[config.mk]
export PLATFORM = sky130hd
export DESIGN_NAME = access_check
export DESIGN_NICKNAME = d
export VERILOG_FILES = /design/src/hdl/access_check.sv
export VERILOG_INCLUDE_DIRS = /design/src /design/src/hdl
export SDC_FILE = /design/constraint.sdc
export NUM_CORES = 1
export LEC_CHECK = 0
export CAP_MARGIN = 15
export CORE_AREA = 2 2 40 42
export DETAILED_ROUTE_END_ITERATION = 8
export DIE_AREA = 0 0 42 44
export DONT_BUFFER_PORTS = 1
export GPL_ROUTABILITY_DRIVEN = 0
export PLACE_DENSITY = 0.81
export SYNTH_ARGS = -nofsm -noshare
export SYNTH_HDL_FRONTEND = slang
export SYNTH_SLANG_ARGS = --single-unit
export TNS_END_PERCENT = 20
[constraint.sdc]
create_clock -name clk -period 2.6 [get_ports clk]
set_input_delay 0.39 -clock clk [delete_from_list [all_inputs] [get_ports clk]]
set_output_delay 0.39 -clock clk [all_outputs]
set_load 0.01 [all_outputs]
[src/hdl/smem_consts.svh]
// sizes and register offsets for the secure memory subsystem
// included by the package and by every module that sizes a port with them

`ifndef SMEM_CONSTS_SVH
`define SMEM_CONSTS_SVH

//======================================================================
// memory geometry
//======================================================================

// word address into the shared memory
`define SMEM_ADDR_BITS 10
`define SMEM_DEPTH 1024
`define SMEM_DATA_BITS 32

// DMA block length in words
`define SMEM_LEN_BITS 8

//======================================================================
// partition and register space
//======================================================================

// first word of domain 1 after reset
`define SMEM_PART_RESET 10'd512

// register select is adr bit 0 when the top adr bit is set
`define SMEM_REG_PART 1'b0
`define SMEM_REG_DMA 1'b1

`endif
[src/hdl/access_check.sv]
// partition register and domain check for an address range
// domain 0 owns words below the boundary, domain 1 the rest

`timescale 1ns/1ps
`default_nettype none

`include "smem_consts.svh"

module access_check (
	input  logic                       clk,
	input  logic                       reset,
	input  logic                       domain,
	input  logic [`SMEM_ADDR_BITS-1:0] first_addr,
	input  logic [`SMEM_ADDR_BITS-1:0] last_addr,
	input  logic                       part_we,
	input  logic [`SMEM_ADDR_BITS-1:0] part_wdata,
	output logic                       allow
);

	logic [`SMEM_ADDR_BITS-1:0] boundary;
	logic first_low;
	logic last_low;

	always_ff @(posedge clk) begin
		if (reset) begin
			boundary <= `SMEM_PART_RESET;
		end else if (part_we) begin
			boundary <= part_wdata;
		end
	end

	assign first_low = first_addr < boundary;
	assign last_low  = last_addr < boundary;

	// regions are contiguous so both ends decide the whole range
	always_comb begin
		if (domain) begin
			allow = !first_low && !last_low;
		end else begin
			allow = first_low && last_low;
		end
	end

	// only the trusted side may move the boundary
	a_part_owner: assert property (@(posedge clk) disable iff (reset)
		part_we |-> !domain)
		else $error("partition write from domain 1");

endmodule

`default_nettype wire

# --- Word-level counts from Yosys, hierarchy flattened ---
# Index checks and enable logic that the tools add are counted.
totals:
  word_cells: 8
  input_bits: 34
  out_inout_bits: 1
  ff_bits: 10
op_classes:
  n_lt_le_gt_ge: 2
  n_reduce_logical: 4
  n_mux: 1
ops:
  columns: ["cell", "n"]
  rows:
  - ["10-bit less-than comparator", 2]
  - ["1-bit logical AND", 2]
  - ["1-bit logical NOT", 2]
  - ["1-bit two-way mux", 1]

# --- Logic depth before layout (Yosys ltp) ---
depth:
  word_depth: 4
  ltp_mapped: 7
  depth_no_buf: 7

# --- Worst setup path before layout ---
# Ideal clock, no wire load.
synth_timing:
  path_type: "input-to-output"
  start: "input port first_addr[7]"
  end: "output port allow"
  stages: 6
  setup_slack_ns: 0.438
  arrival_ns: 1.772
  required_ns: 2.210
  path_cell_list: "ha_1 a211oi_2 nor2_1 or3_1 or3_1 mux2i_1"
synth_via:
  elab_chain_len: 4
synth_lines:
  columns: ["item", "line", "rtl"]
  rows:
  - ["start: declaration", "access_check.sv:13", "input logic [`SMEM_ADDR_BITS-1:0] first_addr,"]
  - ["10-bit less-than comparator *", "access_check.sv:32", "assign first_low = first_addr < boundary;"]
  - ["1-bit logical NOT", "access_check.sv:38", "allow = !first_low && !last_low;"]
  - ["1-bit logical AND", "access_check.sv:38", null]
  - ["1-bit two-way mux *", "access_check.sv:37", "if (domain) begin"]
  - ["end: declaration", "access_check.sv:17", "output logic allow"]
# Every way passes the cells marked *; elsewhere a longest branch is shown, timed or not.

# --- Final worst setup path ---
layout_timing:
  start: "register boundary[7]"
  end: "output port allow"
layout_via:
  elab_chain_len: 4
layout_lines:
  columns: ["item", "line", "rtl"]
  rows:
  - ["start: declaration", "access_check.sv:20", "logic [`SMEM_ADDR_BITS-1:0] boundary;"]
  - ["start signal: assignment", "access_check.sv:26", "boundary <= `SMEM_PART_RESET;"]
  - ["start signal: assignment", "access_check.sv:28", "boundary <= part_wdata;"]
  - ["10-bit less-than comparator (on tied branches)", "access_check.sv:32, access_check.sv:33", null]
  - ["1-bit logical NOT", "access_check.sv:38", null]
  - ["1-bit logical AND", "access_check.sv:38", null]
  - ["1-bit two-way mux *", "access_check.sv:37", null]
# Marks and branches as above.

==> metrics.cfg <==
[finish]
regMostFlops = boundary
final_nets = 142
fillers = 137
antenna-diode-count = 0
final_layout_size_suffix_gt1_share_pct = 4.55
layout-area-overhead-vs-synth_pct = 4.29
largest_register_ffs = 10
largest_registers = boundary (10)

[floorplanning]
die_height_um = 44
num_rows = 14
floorplan.io_pins = 35
floorplan.initialDensity_pct = 55.6
core_um2 = 1420
chipWidth_um = 42
die_area_um2 = 1850

[pwr]
power.share.sequential_pct = 47.2
p_int_uw = 261
p_clk_share_pct = 27.9
p_sw_uw = 93.4
final_total_pwr_uw = 355
power_per_cell_area_nw_per_um2 = 431
switching_share_pct = 26.3
pwr-share-comb_pct = 25.0
irDropWorstVdd_uv = 296
total_leakage_power_uw = 0.000390

[synthesis]
synth_cell_types = 25
synth_top_cell_by_area = ha_1
synth_simple_gate_area_share_pct = 12.4
synthCells = 87
synth_fa_ha_area_share_pct = 28.6
synth_mux_area_share_pct = 12.7
warnings_from_yosys = 0
synthXorXnorAreaFrac_pct = 0
synth_top_area_share_pct = 28.6
yosys_register_bits = 10
syn-num-nets = 139
synth_compound_area_share_pct = 14.6
combinational_family_with_the_most_area_after_synthesis = adder cells
yosys-top-cells-area = ha_1, dfxtp_1, mux2i_1
synth_area_um2 = 788
synth.yosys.seq_area_share_pct = 25.4
syn_area_cell_um2 = 9.06

[route]
detail_route.vias_per_cell = 5.98
postRouteWirelength_um = 1380
remaining_drc_errors = 0
antenna_violating_nets_post_route = 0
routed-via-count = 622
route.met2.wl_um = 673
drt_iter0_drc = 5
top_layer_used = met4
wl_met3_um = 87
wl_met1_um = 588
detailedRoute.firstPassIterationCount = 2
routed_wire_length_per_instance_um = 13.3

[job]
drv_cap = 0

[sta]
relSlewSlack_pct = 78.9
max_slew.worst_pin.slew_ns = 0.315
whs_ns = 0.197
setup_tns_ns = 0
finalClockSkew_ns = 0
finalCritPeriodShare_pct = 95.0
setup_viol = 0
unrepaired_setup_endpoints_after_global_routing = false
hold_violations = 0
final_max_slew_viol_count = 0
min_period_ns = 2.47
max_clock_freq_mhz = 405

[setup_path]
cp_max_fo = 2
worst_setup_path_start_kind = flip-flop
worst-endpoint-required_ns = 2.21
worst_setup_path_end_kind = output port
worst-r2r-cell-count = 2
worstPathArrival_ns = 2.08
kind_of_critical_path = flip-flop to output port

[grt]
grtUsageTotal_pct = 17.2
antenna_found_initial = 0
grt_start_max_net_pins = 12
grt_remaining_overflow = 0
first_global_vias = 573
grt_pass1_wl_um = 2330

[cts]
tritoncts = yes
cts_resized = 0
ctsHoldBuffers = 0
worst_setup_hold_path_clk_slew_ns = 0.06
cts-root-buf = clkbuf_4
cts_inserted_buffers = 3
cts_buffer_depth = 2
cts.htree.levels = 1
clock_sinks = 10
cts.repair_timing.setup_buffer_count = 0
clock_insertion_delay_worst_skew_ns = 0.26

[place]
port-buffer-count = 0

[outcome]
outcome = completed

[min_path]
worstHoldPathCells = 1
worstHoldPathType = primary input to flip-flop

-- kinds of logic (layout without fill, tap and decap cells) --
| family | after synthesis | after routing |
|---|---|---|
| AND/OR/NAND/NOR | 20 | 20 |
| adder cells (fa/ha/maj) | 18 | 18 |
| AO/OA/AOI/OAI | 16 | 16 |
| buffers and inverters | 13 | 14 |
| multiplexers | 10 | 10 |
| flip-flops | 10 | 10 |
-- worst paths after layout --
check	start	to	slack, ns
setup / recovery	boundary[7]	allow	0.13
hold / removal	reset	boundary[8]	0.20
setup reg to reg	boundary[9]	boundary[9]	1.99
hold reg to reg	boundary[6]	boundary[6]	0.50
-- cell usage after synthesis --
cell      count
mux2i_1      10
nand2_1       1
a221o_1       1
a21o_1        2
o211ai_1      1
dfxtp_1      10
a21oi_1       3
ha_1         18
buf_2         1
nand4_1       2
nor2_1       10
nor3_1        1
a211o_1       1
o21ai_1       1
a41oi_1       1
o21a_1        1
and4_1        1
a211oi_2      1
nand3_1       1
o21ai_0       2
nand2b_1      2
inv_1        11
clkbuf_1      1
or3_1         2
a211oi_1      2
-- layout make-up --
class                           count  area (um^2)  area share, %
Multi-Input combinational cell     64          538           65.4
Tap cell                           16         20.0           2.44
Sequential cell                    10          200           24.4
Inverter                           11         41.3           5.02
Clock buffer                        3         22.5           2.74
-- metal layers --
| metal | track usage (%) | vias to the layer above |
|---|---|---|
| met5 | 0 | - |
| met4 | 13.5 | 0 |
| met3 | 4.58 | 4 |
| met2 | 27.8 | 20 |
| met1 | 19.3 | 281 |
| li1 | - | 317 |
-- cells in the final DEF, fill, tap and decap left out --
cell	netlist	routed
a211o_1	1	1
a211oi_1	2	2
a211oi_2	1	1
a21o_1	2	2
a21oi_1	3	3
a221o_1	1	1
a41oi_1	1	1
and4_1	1	1
clkbuf_4	0	3
dfxtp_1	10	10
ha_1	18	18
inv_1	11	11
mux2i_1	10	10
nand2_1	1	1
nand2b_1	2	2
nand3_1	1	1
nand4_1	2	2
nor2_1	10	10
nor3_1	1	1
o211ai_1	1	1
o21a_1	1	1
o21ai_0	2	2
o21ai_1	1	1
or3_1	2	2
-- critical path: stages, from the launching register on --
cell	delay [ns]
dfxtp_1	0.33
inv_1	0.06
ha_1	0.30
a211oi_2	0.19
nor2_1	0.06
or3_1	0.34
or3_1	0.30
mux2i_1	0.24
-- per-stage QoR --
stage | cells | setup WS [ns] | util, % | instance area, um^2
after floorplan | 87 | 0.438 | - | 788
after global placement | 101 | 0.397 | 56.3 | 800
after detailed placement | 101 | 0.363 | 56.3 | 800
after CTS | 104 | 0.0866 | 57.9 | 822
after global routing | 104 | 0.0153 | 57.9 | 822
final | 104 | 0.131 | 57.9 | 822
-- power by group through the flow --
stage / logic (uW) / clock network [uW] / registers, uW
after floorplan: 79.3 / 0 / 169
after global placement: 84.6 / 0 / 171
after detailed placement: 89.3 / 0 / 171
after CTS: 90.0 / 106 / 167
after global routing: 103 / 109 / 169
final: 88.5 / 98.8 / 167
Power figures use the tool's default switching activity.
