## src/hdl/smem_consts.svh

```systemverilog
// sizes and register offsets for the secure memory subsystem
// included by the package and by every module that sizes a port with them

`ifndef SMEM_CONSTS_SVH
`define SMEM_CONSTS_SVH

//======================================================================
// memory geometry
//======================================================================

// word address into the shared memory
`define SMEM_ADDR_BITS 10
`define SMEM_DEPTH 1024
`define SMEM_DATA_BITS 32

// DMA block length in words
`define SMEM_LEN_BITS 8

//======================================================================
// partition and register space
//======================================================================

// first word of domain 1 after reset
`define SMEM_PART_RESET 10'd512

// register select is adr bit 0 when the top adr bit is set
`define SMEM_REG_PART 1'b0
`define SMEM_REG_DMA 1'b1

`endif
```

## src/hdl/smem_pkg.sv

```systemverilog
// types shared by the secure memory subsystem
// Wishbone request and response, DMA command and the memory operation

`default_nettype none

`include "smem_consts.svh"

package smem_pkg;

	// Wishbone classic master side, adr msb selects register space
	typedef struct packed {
		logic                        cyc;
		logic                        stb;
		logic                        we;
		logic [`SMEM_ADDR_BITS:0]    adr;
		logic [`SMEM_DATA_BITS-1:0]  dat;
	} wb_req_t;

	typedef struct packed {
		logic                        ack;
		logic                        err;
		logic [`SMEM_DATA_BITS-1:0]  dat;
	} wb_rsp_t;

	// DMA command as written to the command register
	typedef struct packed {
		logic [`SMEM_ADDR_BITS-1:0]  src;
		logic [`SMEM_ADDR_BITS-1:0]  dst;
		logic [`SMEM_LEN_BITS-1:0]   len;
		logic [`SMEM_DATA_BITS-2*`SMEM_ADDR_BITS-`SMEM_LEN_BITS-1:0] rsvd;
	} dma_cmd_t;

	// register write word, plain or DMA command
	typedef union packed {
		logic [`SMEM_DATA_BITS-1:0]  word;
		dma_cmd_t                    dma;
	} cmd_word_u;

	typedef struct packed {
		logic                        en;
		logic                        we;
		logic [`SMEM_ADDR_BITS-1:0]  addr;
		logic [`SMEM_DATA_BITS-1:0]  wdata;
	} mem_op_t;

endpackage

`default_nettype wire

```

## src/hdl/mem_ctrl.sv

```systemverilog
// control FSM for the secure memory subsystem
// runs one granted Wishbone transaction as a plain access, a register write or a DMA copy

`timescale 1ns/1ps
`default_nettype none

`include "smem_consts.svh"

module mem_ctrl (
	input  logic                       clk,
	input  logic                       reset,
	input  smem_pkg::wb_req_t          req,
	input  logic                       domain,
	output smem_pkg::wb_rsp_t          rsp,
	output logic                       done,
	output logic [`SMEM_ADDR_BITS-1:0] first_addr,
	output logic [`SMEM_ADDR_BITS-1:0] last_addr,
	input  logic                       allow,
	output logic                       part_we,
	output logic                       dma_load,
	output logic                       dma_step,
	input  logic [`SMEM_ADDR_BITS-1:0] dma_src,
	input  logic [`SMEM_ADDR_BITS-1:0] dma_dst,
	input  logic                       dma_last,
	output smem_pkg::mem_op_t          op,
	input  logic [`SMEM_DATA_BITS-1:0] rdata
);

	import smem_pkg::*;

	typedef enum logic [2:0] {
		idle, check, read, respond, dma_read, dma_write
	} state_t;

	state_t state;
	state_t state_nxt;
	logic fail_q;
	logic fail_nxt;
	logic [`SMEM_DATA_BITS-1:0] dat_q;

	logic reg_space;
	logic reg_sel;
	logic [`SMEM_ADDR_BITS-1:0] word_addr;
	cmd_word_u cmd_w;
	logic [`SMEM_ADDR_BITS-1:0] lo_addr;
	logic [`SMEM_ADDR_BITS-1:0] hi_addr;
	logic [`SMEM_ADDR_BITS:0] span_end;

	//======================================================================
	// request decode
	//======================================================================

	assign reg_space  = req.adr[`SMEM_ADDR_BITS];
	assign reg_sel    = req.adr[0];
	assign word_addr  = req.adr[`SMEM_ADDR_BITS-1:0];
	assign cmd_w.word = req.dat;

	// one check covers both copy ranges from the lower start to the higher end
	assign lo_addr  = (cmd_w.dma.src < cmd_w.dma.dst) ? cmd_w.dma.src : cmd_w.dma.dst;
	assign hi_addr  = (cmd_w.dma.src < cmd_w.dma.dst) ? cmd_w.dma.dst : cmd_w.dma.src;
	assign span_end = {1'b0, hi_addr}
		+ {{(`SMEM_ADDR_BITS+1-`SMEM_LEN_BITS){1'b0}}, cmd_w.dma.len} - 1'b1;

	assign first_addr = reg_space ? lo_addr : word_addr;
	assign last_addr  = reg_space ? span_end[`SMEM_ADDR_BITS-1:0] : word_addr;

	//======================================================================
	// FSM
	//======================================================================

	always_comb begin
		state_nxt = state;
		fail_nxt  = fail_q;
		part_we   = 1'b0;
		dma_load  = 1'b0;
		dma_step  = 1'b0;
		op        = '0;
		case (state)
			idle: begin
				if (req.cyc && req.stb) begin
					state_nxt = check;
				end
			end
			check: begin
				// err unless a case below accepts it
				fail_nxt  = 1'b1;
				state_nxt = respond;
				if (!reg_space) begin
					if (allow) begin
						fail_nxt = 1'b0;
						op.en    = 1'b1;
						op.we    = req.we;
						op.addr  = word_addr;
						op.wdata = req.dat;
						if (!req.we) begin
							state_nxt = read;
						end
					end
				end else if (req.we) begin
					case (reg_sel)
						`SMEM_REG_PART: begin
							if (!domain) begin
								fail_nxt = 1'b0;
								part_we  = 1'b1;
							end
						end
						`SMEM_REG_DMA: begin
							if (cmd_w.dma.len == '0) begin
								fail_nxt = 1'b0;
							end else if (allow && !span_end[`SMEM_ADDR_BITS]) begin
								fail_nxt  = 1'b0;
								dma_load  = 1'b1;
								state_nxt = dma_read;
							end
						end
					endcase
				end
			end
			read: begin
				state_nxt = respond;
			end
			dma_read: begin
				op.en     = 1'b1;
				op.addr   = dma_src;
				state_nxt = dma_write;
			end
			dma_write: begin
				op.en    = 1'b1;
				op.we    = 1'b1;
				op.addr  = dma_dst;
				op.wdata = rdata;
				dma_step = 1'b1;
				state_nxt = dma_last ? respond : dma_read;
			end
			respond: begin
				state_nxt = idle;
			end
			default: begin
				state_nxt = idle;
			end
		endcase
	end

	always_ff @(posedge clk) begin
		if (reset) begin
			state  <= idle;
			fail_q <= 1'b0;
		end else begin
			state  <= state_nxt;
			fail_q <= fail_nxt;
		end
	end

	// zero unless a plain read returns a word
	always_ff @(posedge clk) begin
		if (state == check) begin
			dat_q <= '0;
		end else if (state == read) begin
			dat_q <= rdata;
		end
	end

	assign done = (state == respond);
	assign rsp  = '{ack: done && !fail_q, err: done && fail_q, dat: dat_q};

	// copy addresses stay inside the range that was checked
	a_dma_in_span: assert property (@(posedge clk) disable iff (reset)
		(state == dma_read || state == dma_write)
		|-> dma_src >= first_addr && dma_src <= last_addr
			&& dma_dst >= first_addr && dma_dst <= last_addr)
		else $error("DMA address outside the checked range");

endmodule

`default_nettype wire

```

## config.mk

```make
export PLATFORM = sky130hd
export DESIGN_NAME = mem_ctrl
export DESIGN_NICKNAME = d
export VERILOG_FILES = /design/src/hdl/smem_pkg.sv /design/src/hdl/mem_ctrl.sv
export VERILOG_INCLUDE_DIRS = /design/src /design/src/hdl
export SDC_FILE = /design/constraint.sdc
export NUM_CORES = 1
export LEC_CHECK = 0
export CAP_MARGIN = 10
export CORE_MARGIN = 2
export CORE_UTILIZATION = 58
export CTS_CLUSTER_SIZE = 28
export DETAILED_ROUTE_END_ITERATION = 8
export DONT_BUFFER_PORTS = 1
export PLACE_DENSITY_LB_ADDON = 0.2
export REMOVE_ABC_BUFFERS = 1
export SLEW_MARGIN = 40
export SYNTH_ARGS = -nofsm -noshare
export SYNTH_HDL_FRONTEND = slang
export SYNTH_SLANG_ARGS = --single-unit
```

## constraint.sdc

```tcl
create_clock -name clk -period 5.5 [get_ports clk]
set_input_delay 0.825 -clock clk [delete_from_list [all_inputs] [get_ports clk]]
set_output_delay 0.825 -clock clk [all_outputs]
set_load 0.01 [all_outputs]
```

# --- Yosys cells after proc, flatten, opt, wreduce, memory -nomap -nowiden ---
# Index checks and enable logic that the tools add are counted.
word_totals:
  ff_bits: 36
  output_inout_bits: 102
  word_cells: 61
classes:
  addsub: 2
  magnitude_cmp: 1
  n_eq_ne: 6
  mux: 39
  n_bitwise: 1
  reduce_logical: 9
ops:
  columns: ["op", "count"]
  rows:
  - ["2-to-1 mux 44 bit", 2]
  - ["case mux 32 bit (2 select lines)", 1]
  - ["2-to-1 mux 10 bit", 4]
  - ["case mux 10 bit (3 select lines)", 1]
  - ["2-to-1 mux 3 bit", 7]
  - ["2-to-1 mux 1 bit", 20]
  - ["case mux 3 bit (5 select lines)", 1]
  - ["adder 10 x 8 -> 11 bit", 1]
  - ["subtractor 11 x 1 -> 11 bit (second input constant)", 1]
  - ["< comparator 10 bit", 1]
  - ["logical NOT 8 bit", 1]
  - ["equality test 3 x 2 -> 1 bit (second input constant)", 2]
  - ["equality test 3 bit (second input constant)", 2]
  - ["case mux 1 bit (2 select lines)", 3]
  - ["logical AND 1 bit", 4]
  - ["equality test 3 x 1 -> 1 bit (second input constant)", 1]
  - ["logical NOT 3 bit", 1]
  - ["logical NOT 1 bit", 2]
  - ["inequality test 2 bit (second input constant)", 1]
  - ["OR reduction 2 bit", 1]
  - ["inverter 1 bit", 1]

# --- Logic depth before layout (Yosys ltp) ---
logic_depth:
  word_depth: 12
  depth_mapped: 20

# --- Worst setup path before layout ---
# Ideal clock, no wire load.
synth_timing:
  path_kind: "input -> output"
  start: "input req[20] (netlist name)"
  end: "output dma_load"
  arrival_ns: 3.951
  required_time_ns: 4.675
  setup_slack_ns: 0.724
  cell_stages: 17
  n_path_buf: 2
  cell_sequence: "inv_1 -> ha_1 -> and4_1 -> nand2_1 -> o211ai_1 -> buf_6 -> clkbuf_1 -> a21oi_1 -> ha_1 -> inv_1 -> ha_1 -> a211oi_1 -> o21bai_1 -> a21oi_1 -> o21ai_0 -> xnor2_2 -> and3_1"
synth_between:
  elab_chain_len: 12
synth_rtl:
  columns: ["item", "line", "source"]
  rows:
  - ["from (decl)", "mem_ctrl.sv:12", "input smem_pkg::wb_req_t req,"]
  - ["< comparator 10 bit", "mem_ctrl.sv:60", "assign hi_addr = (cmd_w.dma.src < cmd_w.dma.dst) ? cmd_w.dma.dst : cmd_w.dma.src;"]
  - ["2-to-1 mux 10 bit *", "mem_ctrl.sv:60", null]
  - ["adder 10 x 8 -> 11 bit *", "mem_ctrl.sv:61", "assign span_end = {1'b0, hi_addr}"]
  - ["subtractor 11 x 1 -> 11 bit *", "mem_ctrl.sv:61", null]
  - ["logical NOT 1 bit *", "mem_ctrl.sv:110", "end else if (allow && !span_end[`SMEM_ADDR_BITS]) begin"]
  - ["logical AND 1 bit *", "mem_ctrl.sv:110", null]
  - ["2-to-1 mux 1 bit *", "mem_ctrl.sv:110", null]
  - ["2-to-1 mux 1 bit *", "mem_ctrl.sv:108", "if (cmd_w.dma.len == '0) begin"]
  - ["2-to-1 mux 1 bit *", "mem_ctrl.sv:100", "case (reg_sel)"]
  - ["2-to-1 mux 1 bit *", "mem_ctrl.sv:99", "end else if (req.we) begin"]
  - ["2-to-1 mux 1 bit *", "mem_ctrl.sv:88", "if (!reg_space) begin"]
  - ["2-to-1 mux 1 bit *", "mem_ctrl.sv:78", "case (state)"]
  - ["to (decl)", "mem_ctrl.sv:20", "output logic dma_load,"]
# Mark *: on every way between the ends. The rest lies on a longest branch, timed or not.

# --- Worst setup path in the final report ---
layout_timing:
  start: "input req[20] (netlist name)"
  end: "output last_addr[7]"
layout_between:
  elab_chain_len: 5
layout_rtl:
  columns: ["item", "line", "source"]
  rows:
  - ["< comparator 10 bit", "mem_ctrl.sv:60", null]
  - ["2-to-1 mux 10 bit", "mem_ctrl.sv:60", null]
  - ["adder 10 x 8 -> 11 bit", "mem_ctrl.sv:61", null]
  - ["subtractor 11 x 1 -> 11 bit", "mem_ctrl.sv:61", null]
  - ["2-to-1 mux 10 bit", "mem_ctrl.sv:65", "assign last_addr = reg_space ? span_end[`SMEM_ADDR_BITS-1:0] : word_addr;"]
  - ["to (decl)", "mem_ctrl.sv:17", "output logic [`SMEM_ADDR_BITS-1:0] last_addr,"]
# No other way between the ends.

==> insert_results.sql <==
INSERT INTO impl_metrics (metric_group, metric, value, unit) VALUES
('outcome', 'outcome', 'finished, final reports clean', ''),
('hold_path', 'timing.hold.worst.class', 'reg -> reg', ''),
('clock_tree', 'holdBufCountCts', '0', ''),
('synth', 'synth_top_cell_by_area', 'dfxtp_1', ''),
('hold_path', 'holdCritStartpoint', 'dat_q[7]', ''),
('worst_setup_path', 'timing.reg2reg.worst_path_depth', '7', ''),
('clock_tree', 'cts-root-to-sink-buffers', '2', ''),
('final_layout', 'stdcell_count', '588', ''),
('sta', 'fin_skew', '0.00696', 'ns'),
('final_layout', 'flow.area_growth_from_synthesis', '3.33', '%'),
('synth', 'synth_register_bits', '36', ''),
('synth', 'synthXorXnorAreaFrac', '1.48', '%'),
('sta', 'fin_crit_period', '4.97', 'ns'),
('worst_setup_path', 'crit_required', '4.68', 'ns'),
('floorplan', 'die_x', '81.2', 'µm'),
('global_route', 'number_of_global_route_vias_before_repair', '3089', ''),
('synth', 'synth_seq_area_share', '20.8', '%'),
('synth', 'avgSynthCellArea', '6.44', 'µm²'),
('synth', 'syn_inst', '537', ''),
('pwr', 'power.ir.vdd_worst', '217', 'µV'),
('global_route', 'antenna_found_initial', '0', ''),
('sta', 'maxSlewViolCount', '0', ''),
('route', 'firstDrtPassIters', '5', ''),
('worst_setup_path', 'critPathLaunchType', 'input pin', ''),
('floorplan', 'ios', '205', ''),
('route', 'detailedRoute.firstIterationViolations', '217', ''),
('floorplan', 'fp.dieH', '81.2', 'µm'),
('synth', 'post_synthesis_cell_area', '3460', 'µm²'),
('clock_tree', 'cts_repair_resize_count', '0', ''),
('pwr', 'leakagePower', '1.51', 'nW'),
('synth', 'async_flop_share', '0', '%'),
('floorplan', 'die_area', '6600', 'µm²'),
('run', 'max_cap_violations', '0', ''),
('synth', 'post_synth_mux_area_share', '8.32', '%'),
('clock_tree', 'cts_buffers', '5', ''),
('sta', 'max_slew.worst_pin.slew', '0.672', 'ns'),
('sta', 'timing.final.ws_setup', '0.534', 'ns'),
('global_route', 'grt.total_usage', '29.6', '%'),
('clock_tree', 'postCtsSetupBuffers', '0', ''),
('final_layout', 'total_area_of_multi_input_combinational_cells', '2440', 'µm²'),
('global_route', 'grt_overflow', '0', ''),
('sta', 'fin_crit_sh', '90.3', '%'),
('clock_tree', 'cts.sink_count', '36', ''),
('placement', 'gp_routability_congestion', '0.913', ''),
('synth', 'synth_cell_types', '47', ''),
('synth', 'synth.top_cell.area_share', '20.8', '%'),
('final_layout', 'fillers', '580', ''),
('worst_setup_path', 'critPathArrivalTime', '4.14', 'ns'),
('floorplan', 'core', '5850', 'µm²'),
('clock_tree', 'clock_latency', '0.29', 'ns'),
('worst_setup_path', 'reg2reg_to', 'state[0]', ''),
('sta', 'rsz0062_at_grt', 'false', ''),
('hold_path', 'hold_depth', '2', ''),
('clock_tree', 'root_buffer', 'clkbuf_8', ''),
('route', 'num_vias', '3624', ''),
('sta', 'slew-limit-headroom', '55.1', '%'),
('placement', 'place_ws', '0.574', 'ns'),
('synth', 'post_synth_and_or_nand_nor_area_fraction', '27.3', '%'),
('clock_tree', 'cts_tree', 'done', ''),
('placement', 'dpl.cell_count', '580', ''),
('route', 'route.detailed.vias_per_inst', '6.16', ''),
('synth', 'yosysWarnings', '0', ''),
('final_layout', 'num-nets-final', '642', ''),
('sta', 'setup_viol', '0', ''),
('pwr', 'ratio_of_total_power_to_cell_area', '360', 'nW/µm²'),
('route', 'postRouteAntennaNets', '0', ''),
('synth', 'synth_top_family_by_area', 'simple AND/OR/NAND/NOR gates', ''),
('floorplan', 'initial_utilization', '59.1', '%'),
('final_layout', 'drive_gt1_share', '5.85', '%'),
('placement', 'placement.io_buffers', '0', ''),
('synth', 'post_synthesis_adder_cell_area_fraction', '9.99', '%');
-- per-layer routing --
layer	share of wire [%]	GRT usage, %
met1	40	36.8
met2	48	52.1
met3	10	6.44
met4	1.6	6.95
met5	0	0
-- kinds of logic (layout without fill, tap and decap cells) --
| group | Yosys count | in the layout |
|---|---|---|
| xor gates and xnor gates | 5 | 5 |
| adders and majority gates | 27 | 27 |
| buffers and inverters | 80 | 56 |
| DFF | 36 | 36 |
| AOI/OAI and AO/OA | 141 | 141 |
| muxes | 27 | 27 |
| and+or+nand+nor | 221 | 221 |
-- through the flow --
step	setup TNS (ns)	hold WS [ns]	area, µm²
2_1_floorplan	-0.976	0.481	3310
4_1_cts	0	0.505	3560
3_5_place_dp	0	0.493	3450
3_3_place_gp	0	0.489	3450
6_report	0	0.502	3570
5_1_grt	0	0.524	3570
-- cell type report --
type,instances,share of cell area (%)
Clock inverter,3,1.19
Clock buffer,5,1.93
Multi-Input combinational cell,421,68.3
Sequential cell,36,20.2
Tap cell,75,2.63
Timing Repair Buffer,6,1.26
Inverter,42,4.41
-- sequential cells by signal, summed over array words and instances (netlist names) --
register	flops
state	3
dat_q	32
fail_q	1
-- cell usage after synthesis, drive strengths merged (6+ instances only) --
| library cell | n |
|---|---|
| nand2 | 99 |
| a21oi | 95 |
| nor2 | 71 |
| inv | 42 |
| dfxtp | 36 |
| ha | 26 |
| clkbuf | 24 |
| mux2i | 23 |
| nor3 | 21 |
| o21ai | 15 |
| buf | 14 |
| nor2b | 6 |
| o211ai | 6 |
-- worst max-delay path: stages --
cell and delay [ns]:
inv_1 0.05, ha_1 0.29, and4_1 0.24, nand2_1 0.06, o211ai_1 0.20, buf_4 0.31, mux2i_1 0.29, ha_1 0.18
inv_1 0.05, ha_1 0.21, inv_1 0.08, fa_1 0.20, nor2b_1 0.06, o21a_1 0.18, o21ai_1 0.21, a21oi_1 0.12
or3_1 0.32, a31o_2 0.28
-- how the worst max path moves through the flow --
stage	to	slack, ns	cells past startpoint
6_report	last_addr[7]	0.53	18
5_1_grt	dma_load	0.30	17
4_1_cts	last_addr[7]	0.56	18
3_5_place_dp	last_addr[7]	0.57	18
3_3_place_gp	last_addr[7]	0.65	18
2_1_floorplan	dma_load	-0.33	15
-- power by group --
group          internal, mW  switching [mW]
clock                 0.134           0.103
sequential            0.350           0.109
combinational         0.220           0.370
-- cells in the final DEF, fill, tap and decap left out, types with 4 or more instances in the layout --
master / instances
nand2_1: 98
xnor2_1: 4
nor3_1: 20
a21o_1: 4
inv_1: 42
o211ai_1: 6
mux2i_1: 22
buf_4: 6
o21ai_0: 14
clkbuf_8: 5
ha_1: 26
mux2_2: 4
dfxtp_1: 34
nor2_1: 70
a21oi_1: 95
nor2b_1: 6
Note: power is estimated with default switching activity, not from simulation.
