`config.mk`:
```
export PLATFORM = sky130hd
export DESIGN_NAME = dma_engine
export DESIGN_NICKNAME = d
export VERILOG_FILES = /design/src/hdl/smem_pkg.sv /design/src/hdl/dma_engine.sv
export VERILOG_INCLUDE_DIRS = /design/src /design/src/hdl
export SDC_FILE = /design/constraint.sdc
export NUM_CORES = 1
export LEC_CHECK = 0
export BUFFER_PORTS_ARGS = -buffer_cell sky130_fd_sc_hd__buf_2
export CORE_UTILIZATION = 44
export CTS_BUF_LIST = sky130_fd_sc_hd__clkbuf_4
export CTS_CLUSTER_DIAMETER = 80
export DETAILED_ROUTE_END_ITERATION = 16
export GPL_TIMING_DRIVEN = 0
export PLACE_DENSITY = 0.74
export SETUP_SLACK_MARGIN = 0.1
export SLEW_MARGIN = 40
export SYNTH_ARGS = -nofsm -noshare
export SYNTH_HDL_FRONTEND = slang
export SYNTH_SLANG_ARGS = --single-unit
```
`constraint.sdc`:
```
create_clock -name clk -period 1.9 [get_ports clk]
set_input_delay 0.19 -clock clk [delete_from_list [all_inputs] [get_ports clk]]
set_output_delay 0.19 -clock clk [all_outputs]
set_load 0.03 [all_outputs]
```
`src/hdl/smem_consts.svh`:
```
// sizes and register offsets for the secure memory subsystem
// included by the package and by every module that sizes a port with them

`ifndef SMEM_CONSTS_SVH
`define SMEM_CONSTS_SVH

//======================================================================
// memory geometry
//======================================================================

// word address into the shared memory
`define SMEM_ADDR_BITS 10
`define SMEM_DEPTH 1024
`define SMEM_DATA_BITS 32

// DMA block length in words
`define SMEM_LEN_BITS 8

//======================================================================
// partition and register space
//======================================================================

// first word of domain 1 after reset
`define SMEM_PART_RESET 10'd512

// register select is adr bit 0 when the top adr bit is set
`define SMEM_REG_PART 1'b0
`define SMEM_REG_DMA 1'b1

`endif
```
`src/hdl/smem_pkg.sv`:
```
// types shared by the secure memory subsystem
// Wishbone request and response, DMA command and the memory operation

`default_nettype none

`include "smem_consts.svh"

package smem_pkg;

	// Wishbone classic master side, adr msb selects register space
	typedef struct packed {
		logic                        cyc;
		logic                        stb;
		logic                        we;
		logic [`SMEM_ADDR_BITS:0]    adr;
		logic [`SMEM_DATA_BITS-1:0]  dat;
	} wb_req_t;

	typedef struct packed {
		logic                        ack;
		logic                        err;
		logic [`SMEM_DATA_BITS-1:0]  dat;
	} wb_rsp_t;

	// DMA command as written to the command register
	typedef struct packed {
		logic [`SMEM_ADDR_BITS-1:0]  src;
		logic [`SMEM_ADDR_BITS-1:0]  dst;
		logic [`SMEM_LEN_BITS-1:0]   len;
		logic [`SMEM_DATA_BITS-2*`SMEM_ADDR_BITS-`SMEM_LEN_BITS-1:0] rsvd;
	} dma_cmd_t;

	// register write word, plain or DMA command
	typedef union packed {
		logic [`SMEM_DATA_BITS-1:0]  word;
		dma_cmd_t                    dma;
	} cmd_word_u;

	typedef struct packed {
		logic                        en;
		logic                        we;
		logic [`SMEM_ADDR_BITS-1:0]  addr;
		logic [`SMEM_DATA_BITS-1:0]  wdata;
	} mem_op_t;

endpackage

`default_nettype wire

```
`src/hdl/dma_engine.sv`:
```
// DMA address and count registers
// loaded from a command word, then stepped once per copied word

`timescale 1ns/1ps
`default_nettype none

`include "smem_consts.svh"

module dma_engine (
	input  logic                       clk,
	input  logic                       reset,
	input  logic                       load,
	input  smem_pkg::cmd_word_u        cmd,
	input  logic                       step,
	output logic [`SMEM_ADDR_BITS-1:0] src_addr,
	output logic [`SMEM_ADDR_BITS-1:0] dst_addr,
	output logic                       last
);

	logic [`SMEM_ADDR_BITS-1:0] src_q;
	logic [`SMEM_ADDR_BITS-1:0] dst_q;
	logic [`SMEM_LEN_BITS-1:0]  remain;

	always_ff @(posedge clk) begin
		if (load) begin
			src_q <= cmd.dma.src;
			dst_q <= cmd.dma.dst;
		end else if (step) begin
			src_q <= src_q + 1'b1;
			dst_q <= dst_q + 1'b1;
		end
	end

	// words still to copy
	always_ff @(posedge clk) begin
		if (reset) begin
			remain <= '0;
		end else if (load) begin
			remain <= cmd.dma.len;
		end else if (step) begin
			remain <= remain - 1'b1;
		end
	end

	assign src_addr = src_q;
	assign dst_addr = dst_q;
	assign last     = (remain == `SMEM_LEN_BITS'(1));

	// controller stops stepping once the count is spent
	a_no_overstep: assert property (@(posedge clk) disable iff (reset)
		step |-> remain != '0)
		else $error("DMA step with no words left");

endmodule

`default_nettype wire

```
Yosys cells after proc, flatten, opt, wreduce, memory -nomap -nowiden
Cells that the tools add are included.
Word-level totals
  word-level logic and storage cells: 14
  input port bits: 36
  output and inout port bits: 21
  flip-flop bits (word level): 28
Cells by class
  add/subtract/negate cells: 3
  equal/unequal tests: 1
  muxes and demuxes: 6
  reduce and logical (&&, ||, !) cells: 1
Operators with widths (count)
  $mux 10: 4
  $add 10x1->10 const B: 2
  $mux 8: 2
  $eq 8x1->1 const B: 1
  $sub 8x1->8 const B: 1
  $reduce_bool 2->1: 1

Depth between registers and ports, before layout
Gate-level depths: netlist of run 1.
  depth in word-level cells: 3
  depth in mapped cells: 5
  depth with buffers taken out: 5

Worst setup path before layout of run 1
Ideal clock, no wire load.
  kind: register to output
  from: reg remain[3]
  to: out last
  arrival: 1686 ps
  cell stages (with the launch flop): 3
  path buffers: 0
  data required time: 1710 ps
  slack: 24 ps
  path through: dfxtp_1 or3_4 nor4_1
On the way
  cells in the longest elaborated chain, start to end: 1
RTL lines
  start, declared: RTL line dma_engine.sv:22  | logic [`SMEM_LEN_BITS-1:0] remain;
  start signal, assigned: RTL line dma_engine.sv:39  | remain <= cmd.dma.len;
  start signal, assigned: RTL line dma_engine.sv:41  | remain <= remain - 1'b1;
  $eq 8x1->1: RTL line dma_engine.sv:47  | assign last = (remain == `SMEM_LEN_BITS'(1));
  end, declared: RTL line dma_engine.sv:17  | output logic last
No other way between the ends.

Worst setup path in the final report of run 1
Same ends and word-level chain as after synthesis.

==> summary.md, run 1 <==
| Metric | Value |
|---|---|
| Largest net degree at the start of global routing | 21 |
| Multi-input gate area | 812 sq um |
| DR iter-0 viols | 68 |
| Die area | 3920 sq um |
| Peak supply drop | 512 uV |
| Pwr Density | 807 nW/um^2 |
| CTS max path bufs | 2 |
| Nets@finish | 263 |
| Clock-pin transition on the worst setup and hold timing paths | 150 ps |
| Status | complete, no violations |
| Asr flop ratio synth | 0% |
| Fraction of layout cells with a size suffix above 1 | 30.6% |
| Detailed-route via count | 1485 |
| Synth Warn # | 0 |
| Num CTS Buffers | 3 |
| Max Freq | 575 MHz |
| Primary FF master, synth | edfxtp_1 |
| First-pass GRT wire length | 6.20 mm |
| Setup CP Type | register to primary output |
| Htree depth | 1 |
| Gr usage total | 19.9% |
| # IOs | 57 |
| Setup TNS | 0 ps |
| Sink Count | 28 |
| Final hold violation count | 0 |
| P_leak | 0.815 nW |
| Setup crit end kind | primary output |
| Final Max Tran Viols | 0 |
| Post-synth EDFFs | 20 |
| Die Height | 62.6 um |
| Final Core Density | 58.8% |
| Worst path slowest cell | or3_4 |
| Antenna Nets Post-Route | 0 |
| CP max stage delay | 410 ps |
| Area Overhead vs Synth | 24.1% |
| Crit path buf inv count | 1 |
| Max Cap Violations | 0 |
| Chip width | 62.6 um |
| Mean Syn Cell Area | 9.69 sq um |
| Hold Path Class | input pin to register |
| Synth Net Count | 207 |
| Slew @ Worst Pin | 507 ps |
| Period utilization | 91.5% |
| Cell family with most CP delay | simple AND/OR/NAND/NOR gates |
| Internal reg-to-reg setup slack | 330 ps |
| Vias/cell | 5.54 |
| Core area | 3420 sq um |
| Clock insertion delay at the later pin of the skew report | 330 ps |
| RSZ-0062 raised after global routing | no |
| Mean routed wirelength per cell | 14.0 um |
| First-pass DRT Iterations | 4 |
| Cell variety after synth | 39 |
| # setup viols final | 0 |
| DRC | 0 |
| Layout Skew | 1.02 ps |
| CP cell instances | or3_4 > nor4_4 > buf_4 |
| Initial antenna violation count | 0 |
| Vias in the first global route | 1360 |
| Initial Utilization | 47.4% |
| Share of the yosys chip area belonging to registers | 47.0% |
| WP data arrival | 1550 ps |
| WP data required | 1710 ps |
| Gr ovfl total | 0 |
| Final Routed Wirelength | 3.75 mm |
| Crit-path max FO | 5 |
| Final Wtd Congestion | 0.766 |
| Number of cell rows | 21 |
| Setup crit start kind | register |
| Post-synthesis register bit count | 28 |
| Root buf cell | clkbuf_4 |
| Slew HR | 66.2% |
| TritonCTS clock tree | yes |
| Filler Cell Count | 345 |
| Ant. Diodes | 0 |
| Synthesized cell area | 1620 sq um |
| Sequential cell area | 764 sq um |
| Cells after synthesis | 167 |
| Port Buffers | 50 |
| DP HPWL | 2.68 mm |
| Tmin final | 1740 ps |
-- kinds of logic after synthesis --
logic type	after synthesis	synth area share, %
compound gates	36	14.8
flops	28	47.0
buf+inv	15	3.71
fa+ha+maj	4	3.09
mux	2	1.39
xor+xnor	8	4.33
simple gates	74	25.6
-- worst register-to-register path, delay by kind of cell (launching register included) --
family	cells	cell delay (ps)
DFF	1	440
adders and majority gates	1	210
and+or+nand+nor	3	780
-- metrics by stage --
stage	instance area [sq um]	hold slack, ps	instances	power [mW]	setup slack (ps)
CTS	1990	79.9	267	1.62	119
detailed placement	1930	449	263	1.23	221
floorplan	1620	334	167	1.09	259
global route	2010	76.9	268	1.71	56.4
finish	2010	78.3	268	1.62	162
global placement	1930	444	263	1.22	207
-- placed cells by master (no fill, tap or decap), types with 2 or more instances in the layout --
cell type  count
edfxtp_1      20
or3_1          3
a31oi_1        3
or4_1          9
dfxtp_1        7
nand4_1        4
nand2_1       25
clkbuf_4       3
xor2_1         4
buf_2         52
nand3_1       12
xnor2_1        4
clkbuf_1       5
o211ai_1       8
o31ai_1        2
a311oi_1       2
buf_4          2
a21oi_1        5
mux2_2         2
nor2_1         7
ha_1           4
inv_1          7
o21ai_0       10
nor3_1         2
-- power by group --
part / switching [mW] / internal, mW
Combinational: 0.252 / 0.153
Sequential: 0.0819 / 0.736
Clock: 0.183 / 0.214
-- final timing paths --
path               startpoint          end  cells after the start
hold / removal         cmd[5]    remain[1]                      3
setup / recovery    remain[3]         last                      3
hold reg to reg     remain[4]    remain[4]                      2
setup reg to reg  dst_addr[0]  dst_addr[8]                      4
-- state kept, by name (all words and copies together), names as in the netlist --
name,cells
dst_addr,10
src_addr,10
remain,8
-- synthesized netlist by cell type (2+ instances only) --
master    count  area, sq um
a21oi_1       5         25.0
a311oi_1      2         17.5
a31oi_1       3         18.8
buf_2         3         15.0
clkbuf_1      5         18.8
dfxtp_1       8          160
edfxtp_1     20          601
ha_1          4         50.1
inv_1         7         26.3
mux2_2        2         22.5
nand2_1      25         93.8
nand3_1      12         60.1
nand4_1       4         25.0
nor2_1        7         26.3
nor3_1        2         10.0
nor4_1        2         12.5
o211ai_1      8         60.1
o21ai_0      10         50.1
o31ai_1       2         15.0
or3_1         3         18.8
or4_1         9         67.6
xnor2_1       4         35.0
xor2_1        4         35.0
-- repair_timing --
item / in CTS / in global routing
gates resized for setup: 1 / 3
setup endpoints to repair: 1 / 1
pin swaps: 0 / 0
hold buffers: 0 / 0
buffers inserted: 0 / 1
-- layout make-up --
cell class              instances  area share, %
plain buffers                   8           1.68
clock buffers                   3           1.12
clock inverters                 1           1.50
inverters                       7           1.31
multi-input cells             124           40.5
flip-flops and latches         28           38.1
well taps                      46           2.87
repair buffers                 51           13.0
-- layer usage --
layer / routed length (um) / GRT usage (%)
met3: 268 / 6.57
met1: 1590 / 25.1
met4: 13 / 3.78
met5: 0 / 0
met2: 1880 / 33.2
Note: power is estimated with default switching activity, not from simulation.
==> run 2, diff against run 1 <==
--- a/config.mk
+++ b/config.mk
@@ -7,12 +7,12 @@
 export NUM_CORES = 1
 export LEC_CHECK = 0
 export BUFFER_PORTS_ARGS = -buffer_cell sky130_fd_sc_hd__buf_2
-export CORE_UTILIZATION = 44
+export CORE_UTILIZATION = 51
 export CTS_BUF_LIST = sky130_fd_sc_hd__clkbuf_4
 export CTS_CLUSTER_DIAMETER = 80
 export DETAILED_ROUTE_END_ITERATION = 16
 export GPL_TIMING_DRIVEN = 0
-export PLACE_DENSITY = 0.74
+export PLACE_DENSITY = 0.83
 export SETUP_SLACK_MARGIN = 0.1
 export SLEW_MARGIN = 40
 export SYNTH_ARGS = -nofsm -noshare
==> summary.md, run 2 (synthesized netlist as in run 1, its figures left out) <==
| Metric | Value |
|---|---|
| Status | complete, no violations (unchanged) |
| Final Wtd Congestion | 0.764 (was 0.766) |
| Clock insertion delay at the later pin of the skew report | 340 ps (was 330 ps) |
| Core area | 3030 sq um (was 3420 sq um) |
| Hold Path Class | input pin to register (unchanged) |
| Hold Startpoint | cmd[5] (unchanged) |
| Crit-path max FO | 4 (was 5) |
| Die area | 3400 sq um (was 3920 sq um) |
| Nets@finish | 263 (unchanged) |
| Period utilization | 90.2% (was 91.5%) |
| Setup ws final | 187 ps (was 162 ps) |
| # setup viols final | 0 (unchanged) |
| # IOs | 57 (unchanged) |
| Most frequent cells in the layout | buf_2 (52), nand2_1 (25), edfxtp_1 (20) (unchanged) |
| Final Max Tran Viols | 0 (unchanged) |
| Fraction of layout cells with a size suffix above 1 | 30.6% (unchanged) |
| Worst r2r src | dst_addr[0] (unchanged) |
| Port Buffers | 50 (unchanged) |
| Htree depth | 1 (unchanged) |
| Antenna Nets Post-Route | 0 (unchanged) |
| Worst r2r dst | dst_addr[6] (was dst_addr[8]) |
| Metal-1 WL | 1.60 mm (was 1.59 mm) |
| Initial Utilization | 53.4% (was 47.4%) |
| Chip width | 58.3 um (was 62.6 um) |
| Peak supply drop | 536 uV (was 512 uV) |
| Final Routed Wirelength | 3.82 mm (was 3.75 mm) |
| WP data required | 1710 ps (about the same) |
| DRC | 0 (unchanged) |
| TritonCTS clock tree | yes (unchanged) |
| Setup CP Type | register to primary output (unchanged) |
| P_leak | 0.815 nW (unchanged) |
| Vias in the first global route | 1281 (was 1360) |
| Slew HR | 66.5% (was 66.2%) |
| WHS Endpoint | remain[1] (unchanged) |
| Setup crit end kind | primary output (unchanged) |
| Tmin final | 1710 ps (was 1740 ps) |
| R2R depth | 4 (unchanged) |
| Setup TNS | 0 ps (unchanged) |
| WP data arrival | 1520 ps (was 1550 ps) |
| Mean routed wirelength per cell | 14.3 um (was 14.0 um) |
| Initial antenna violation count | 0 (unchanged) |
| Gr ovfl total | 0 (unchanged) |
| Number of cell rows | 20 (was 21) |
| Num CTS Buffers | 3 (unchanged) |
| Die Height | 58.3 um (was 62.6 um) |
| Clock-pin transition on the worst setup and hold timing paths | 150 ps (about the same) |
| First-pass GRT wire length | 6.02 mm (was 6.20 mm) |
| Min Hold Slack | 91.2 ps (was 78.3 ps) |
| Final hold violation count | 0 (unchanged) |
| First-pass DRT Iterations | 4 (unchanged) |
| Sink Count | 28 (unchanged) |
| Slew @ Worst Pin | 502 ps (was 507 ps) |
| DR iter-0 viols | 70 (was 68) |
| CTS max path bufs | 2 (unchanged) |
| Met2 WL | 1.93 mm (was 1.88 mm) |
| Layout Skew | 11.1 ps (was 1.02 ps) |
| Final Core Density | 66.2% (was 58.8%) |
| RSZ-0062 raised after global routing | no (unchanged) |
| Setup crit start kind | register (unchanged) |
| Cts hold-fix bufs | 0 (unchanged) |
| Most common cell after layout, fill and taps aside | buf_2 (unchanged) |
| Hold path depth | 3 (unchanged) |
| Area Overhead vs Synth | 23.9% (was 24.1%) |
| Routed wl met3 | 272 um (was 268 um) |
| Pre-CTS setup slack | 208 ps (was 221 ps) |
| Internal reg-to-reg setup slack | 330 ps (about the same) |
| Filler Cell Count | 238 (was 345) |
| Top Metal Used | met4 (unchanged) |
| Vias/cell | 5.72 (was 5.54) |
| Gr usage total | 23.4% (was 19.9%) |
| Largest net degree at the start of global routing | 21 (unchanged) |
| Detailed-route via count | 1521 (was 1485) |
| Max Freq | 584 MHz (was 575 MHz) |
| DP HPWL | 2.71 mm (was 2.68 mm) |
| Pwr Density | 813 nW/um^2 (was 807 nW/um^2) |
| Ant. Diodes | 0 (unchanged) |
| Root buf cell | clkbuf_4 (unchanged) |
| Max Cap Violations | 0 (unchanged) |
==> run 2: cell counts in the layout (fill, tap and decap cells not counted) <==
Identical to the previous run, type by type.
==> run 2: per-layer routing <==
layer | global-route usage [%] | vias to the layer above
met4 | 6.46 | 0
met1 | 34.0 | 707
met2 | 37.3 | 66
met5 | 0 | -
met3 | 2.86 | 2
li1 | - | 746
==> run 2: worst max-delay path, cell delays in order (launching register included) <==
cell	delay (ps)
dfxtp_4	380
or3_4	410
nor4_4	210
buf_4	190
==> run 2: worst max path at each step <==
stage	from	to	slack (ps)	cells after the start
final	remain[3]	last	190	3
after global routing	remain[4]	last	110	3
after CTS	remain[3]	last	120	3
after detailed placement	load	src_addr[2]	210	4
after global placement	load	dst_addr[0]	230	4
after floorplan	dst_addr[0]	dst_addr[6]	260	4
==> run 2: per-stage QoR <==
step | area (sq um) | cells | power [mW]
after floorplan | 1620 | 167 | 1.09
after global placement | 1930 | 261 | 1.22
after detailed placement | 1930 | 261 | 1.23
after CTS | 1980 | 265 | 1.62
after global routing | 2000 | 266 | 1.70
final | 2000 | 266 | 1.63
==> run 2: cell type report <==
type,instances,area [sq um],area share [%]
Multi-Input combinational cell,124,812,40.5
Sequential cell,28,764,38.1
Timing Repair Buffer,51,260,13.0
Tap cell,44,55.1,2.75
Buffer,8,33.8,1.69
Clock inverter,1,30.0,1.50
Inverter,7,26.3,1.31
Clock buffer,3,22.5,1.12
==> run 2: power breakdown <==
part | switching, mW | total, mW | internal (mW)
sequential | 0.0821 | 0.818 | 0.736
clock | 0.188 | 0.402 | 0.213
combinational | 0.256 | 0.409 | 0.154
total | 0.526 | 1.63 | 1.10
==> run 2: repair_timing <==
item,4_1_cts,5_1_grt
gates resized for setup,0,4
endpoints found under the setup margin,0,1
endpoints found under the hold margin,0,0
buffers inserted,0,1
==> run 3, diff against run 2 <==
==> constraint.sdc (replaced) <==
create_clock -name clk -period 1.9 [get_ports clk]
set_input_delay 0.095 -clock clk [delete_from_list [all_inputs] [get_ports clk]]
set_output_delay 0.095 -clock clk [all_outputs]
set_load 0.03 [all_outputs]
==> summary.md, run 3 (synthesized netlist as in run 1, its figures left out) <==
| Metric | Value |
|---|---|
| Sink Count | 28 (unchanged) |
| DRC | 1 (was 0) |
| Status | finished with violations (was complete, no violations) |
| CP max stage delay | 400 ps (was 410 ps) |
| GR Util met2 | 40.2% (was 37.3%) |
| Detailed-route via count | 1524 (was 1521) |
| Port Buffers | 50 (unchanged) |
| Gr usage total | 23.7% (was 23.4%) |
| # setup viols final | 0 (unchanged) |
| Die Height | 58.3 um (unchanged) |
| Layout Skew | 5.15 ps (was 11.1 ps) |
| RSZ-0062 raised after global routing | no (unchanged) |
| # resized after CTS | 0 (unchanged) |
| Number of cell rows | 20 (unchanged) |
| WP data arrival | 1590 ps (was 1520 ps) |
| Final Max Tran Viols | 0 (unchanged) |
| Min Hold Slack | 8.77 ps (was 91.2 ps) |
| DP Area | 1920 sq um (was 1930 sq um) |
| Fraction of layout cells with a size suffix above 1 | 29.1% (was 30.6%) |
| Internal reg-to-reg setup slack | 290 ps (was 330 ps) |
| Global routing's busiest layer | met2 (unchanged) |
| Vias in the first global route | 1427 (was 1281) |
| First-pass GRT wire length | 6.11 mm (was 6.02 mm) |
| Clock insertion delay at the later pin of the skew report | 330 ps (was 340 ps) |
| Tmin final | 1680 ps (was 1710 ps) |
| Antenna Nets Post-Route | 0 (unchanged) |
| Met3 Use GR | 3.52% (was 2.86%) |
| Max Cap Violations | 0 (unchanged) |
| Post-CTS Setup Inserts | 0 (unchanged) |
| P_leak | 0.807 nW (was 0.815 nW) |
| First-pass DRT Iterations | 10 (was 4) |
| Worst path slowest cell | or3_4 (unchanged) |
| Setup TNS | 0 ps (unchanged) |
| Hold Path Class | input pin to register (unchanged) |
| Ant. Diodes | 0 (unchanged) |
| Placed insts | 261 (unchanged) |
| Final instance area | 1970 sq um (was 2000 sq um) |
| DP HPWL | 2.80 mm (was 2.71 mm) |
| Setup crit end kind | primary output (unchanged) |
| Core area | 3030 sq um (unchanged) |
| Pwr Density | 757 nW/um^2 (was 813 nW/um^2) |
| Max Freq | 595 MHz (was 584 MHz) |
| Most common cell after layout, fill and taps aside | buf_2 (unchanged) |
| DR iter-0 viols | 92 (was 70) |
| Htree depth | 1 (unchanged) |
| Setup crit start kind | register (unchanged) |
| Hold path depth | 3 (unchanged) |
| Die area | 3400 sq um (unchanged) |
| Period utilization | 88.5% (was 90.2%) |
| Final hold violation count | 0 (unchanged) |
| Peak supply drop | 427 uV (was 536 uV) |
| Chip width | 58.3 um (unchanged) |
| R2R depth | 4 (unchanged) |
| Final Routed Wirelength | 3.80 mm (was 3.82 mm) |
| Cts hold-fix bufs | 2 (was 0) |
| # IOs | 57 (unchanged) |
| Vias/cell | 5.71 (was 5.72) |
| Most frequent cells in the layout | buf_2 (53), nand2_1 (25), edfxtp_1 (20) (was buf_2 (52), nand2_1 (25), edfxtp_1 (20)) |
| Setup CP Type | register to primary output (unchanged) |
| Largest net degree at the start of global routing | 21 (unchanged) |
| Failing checks | DRC |
| CTS max path bufs | 2 (unchanged) |
| Filler Cell Count | 253 (was 238) |
| CP cell instances | or3_4 > nor4_1 > buf_2 (was or3_4 > nor4_4 > buf_4) |
| Root buf cell | clkbuf_4 (unchanged) |
| Area Overhead vs Synth | 22.0% (was 23.9%) |
| Gr ovfl total | 0 (unchanged) |
| Initial antenna violation count | 0 (unchanged) |
| Num CTS Buffers | 3 (unchanged) |
| Final Core Density | 65.2% (was 66.2%) |
| Nets@finish | 264 (was 263) |
| Post-route insts no fill | 267 (was 266) |
| Final Wtd Congestion | 0.795 (was 0.764) |
| WP data required | 1800 ps (was 1710 ps) |
| TritonCTS clock tree | yes (unchanged) |
| Clock-pin transition on the worst setup and hold timing paths | 150 ps (about the same) |
| Slew HR | 67.1% (was 66.5%) |
| Mean routed wirelength per cell | 14.2 um (was 14.3 um) |
| Slew @ Worst Pin | 493 ps (was 502 ps) |
| Crit-path max FO | 6 (was 4) |
| Met1 GRT Util | 30.6% (was 34.0%) |
| Initial Utilization | 53.4% (unchanged) |
[run 3: final timing paths]
kind,start,to
hold / removal,cmd[9],remain[5]
setup / recovery,remain[3],last
setup reg to reg,dst_addr[1],dst_addr[8]
hold reg to reg,remain[6],remain[6]
[run 3: report_power, final]
| group | total, mW | internal (mW) | switching, mW |
|---|---|---|---|
| sequential | 0.819 | 0.736 | 0.0829 |
| combinational | 0.403 | 0.153 | 0.250 |
| clock | 0.272 | 0.0966 | 0.176 |
[run 3: per-layer routing]
| metal | vias up | part of all wire (%) |
|---|---|---|
| li1 | 744 | - |
| met1 | 714 | 44 |
| met2 | 59 | 49 |
| met3 | 7 | 5.8 |
| met4 | 0 | 1.3 |
| met5 | - | 0 |
[run 3: layout make-up]
type                            count  area [sq um]  share of cell area, %
Timing Repair Buffer               52           270                   13.7
Clock buffer                        4          30.0                   1.52
Multi-Input combinational cell    124           797                   40.4
Buffer                              8          33.8                   1.71
Tap cell                           44          55.1                   2.79
Inverter                            7          26.3                   1.33
Sequential cell                    28           761                   38.6
[run 3: critical path: cells and delay by family, from the launching register on]
kind,cells,cell delay [ps]
flops,1,380
simple gates,2,630
buf+inv,1,240
[run 3: metrics by stage]
step                worst slack [ps]  power (mW)
floorplan                        119        1.09
global placement                 337        1.21
detailed placement               316        1.23
CTS                              197        1.49
global route                     134        1.57
finish                           219        1.49
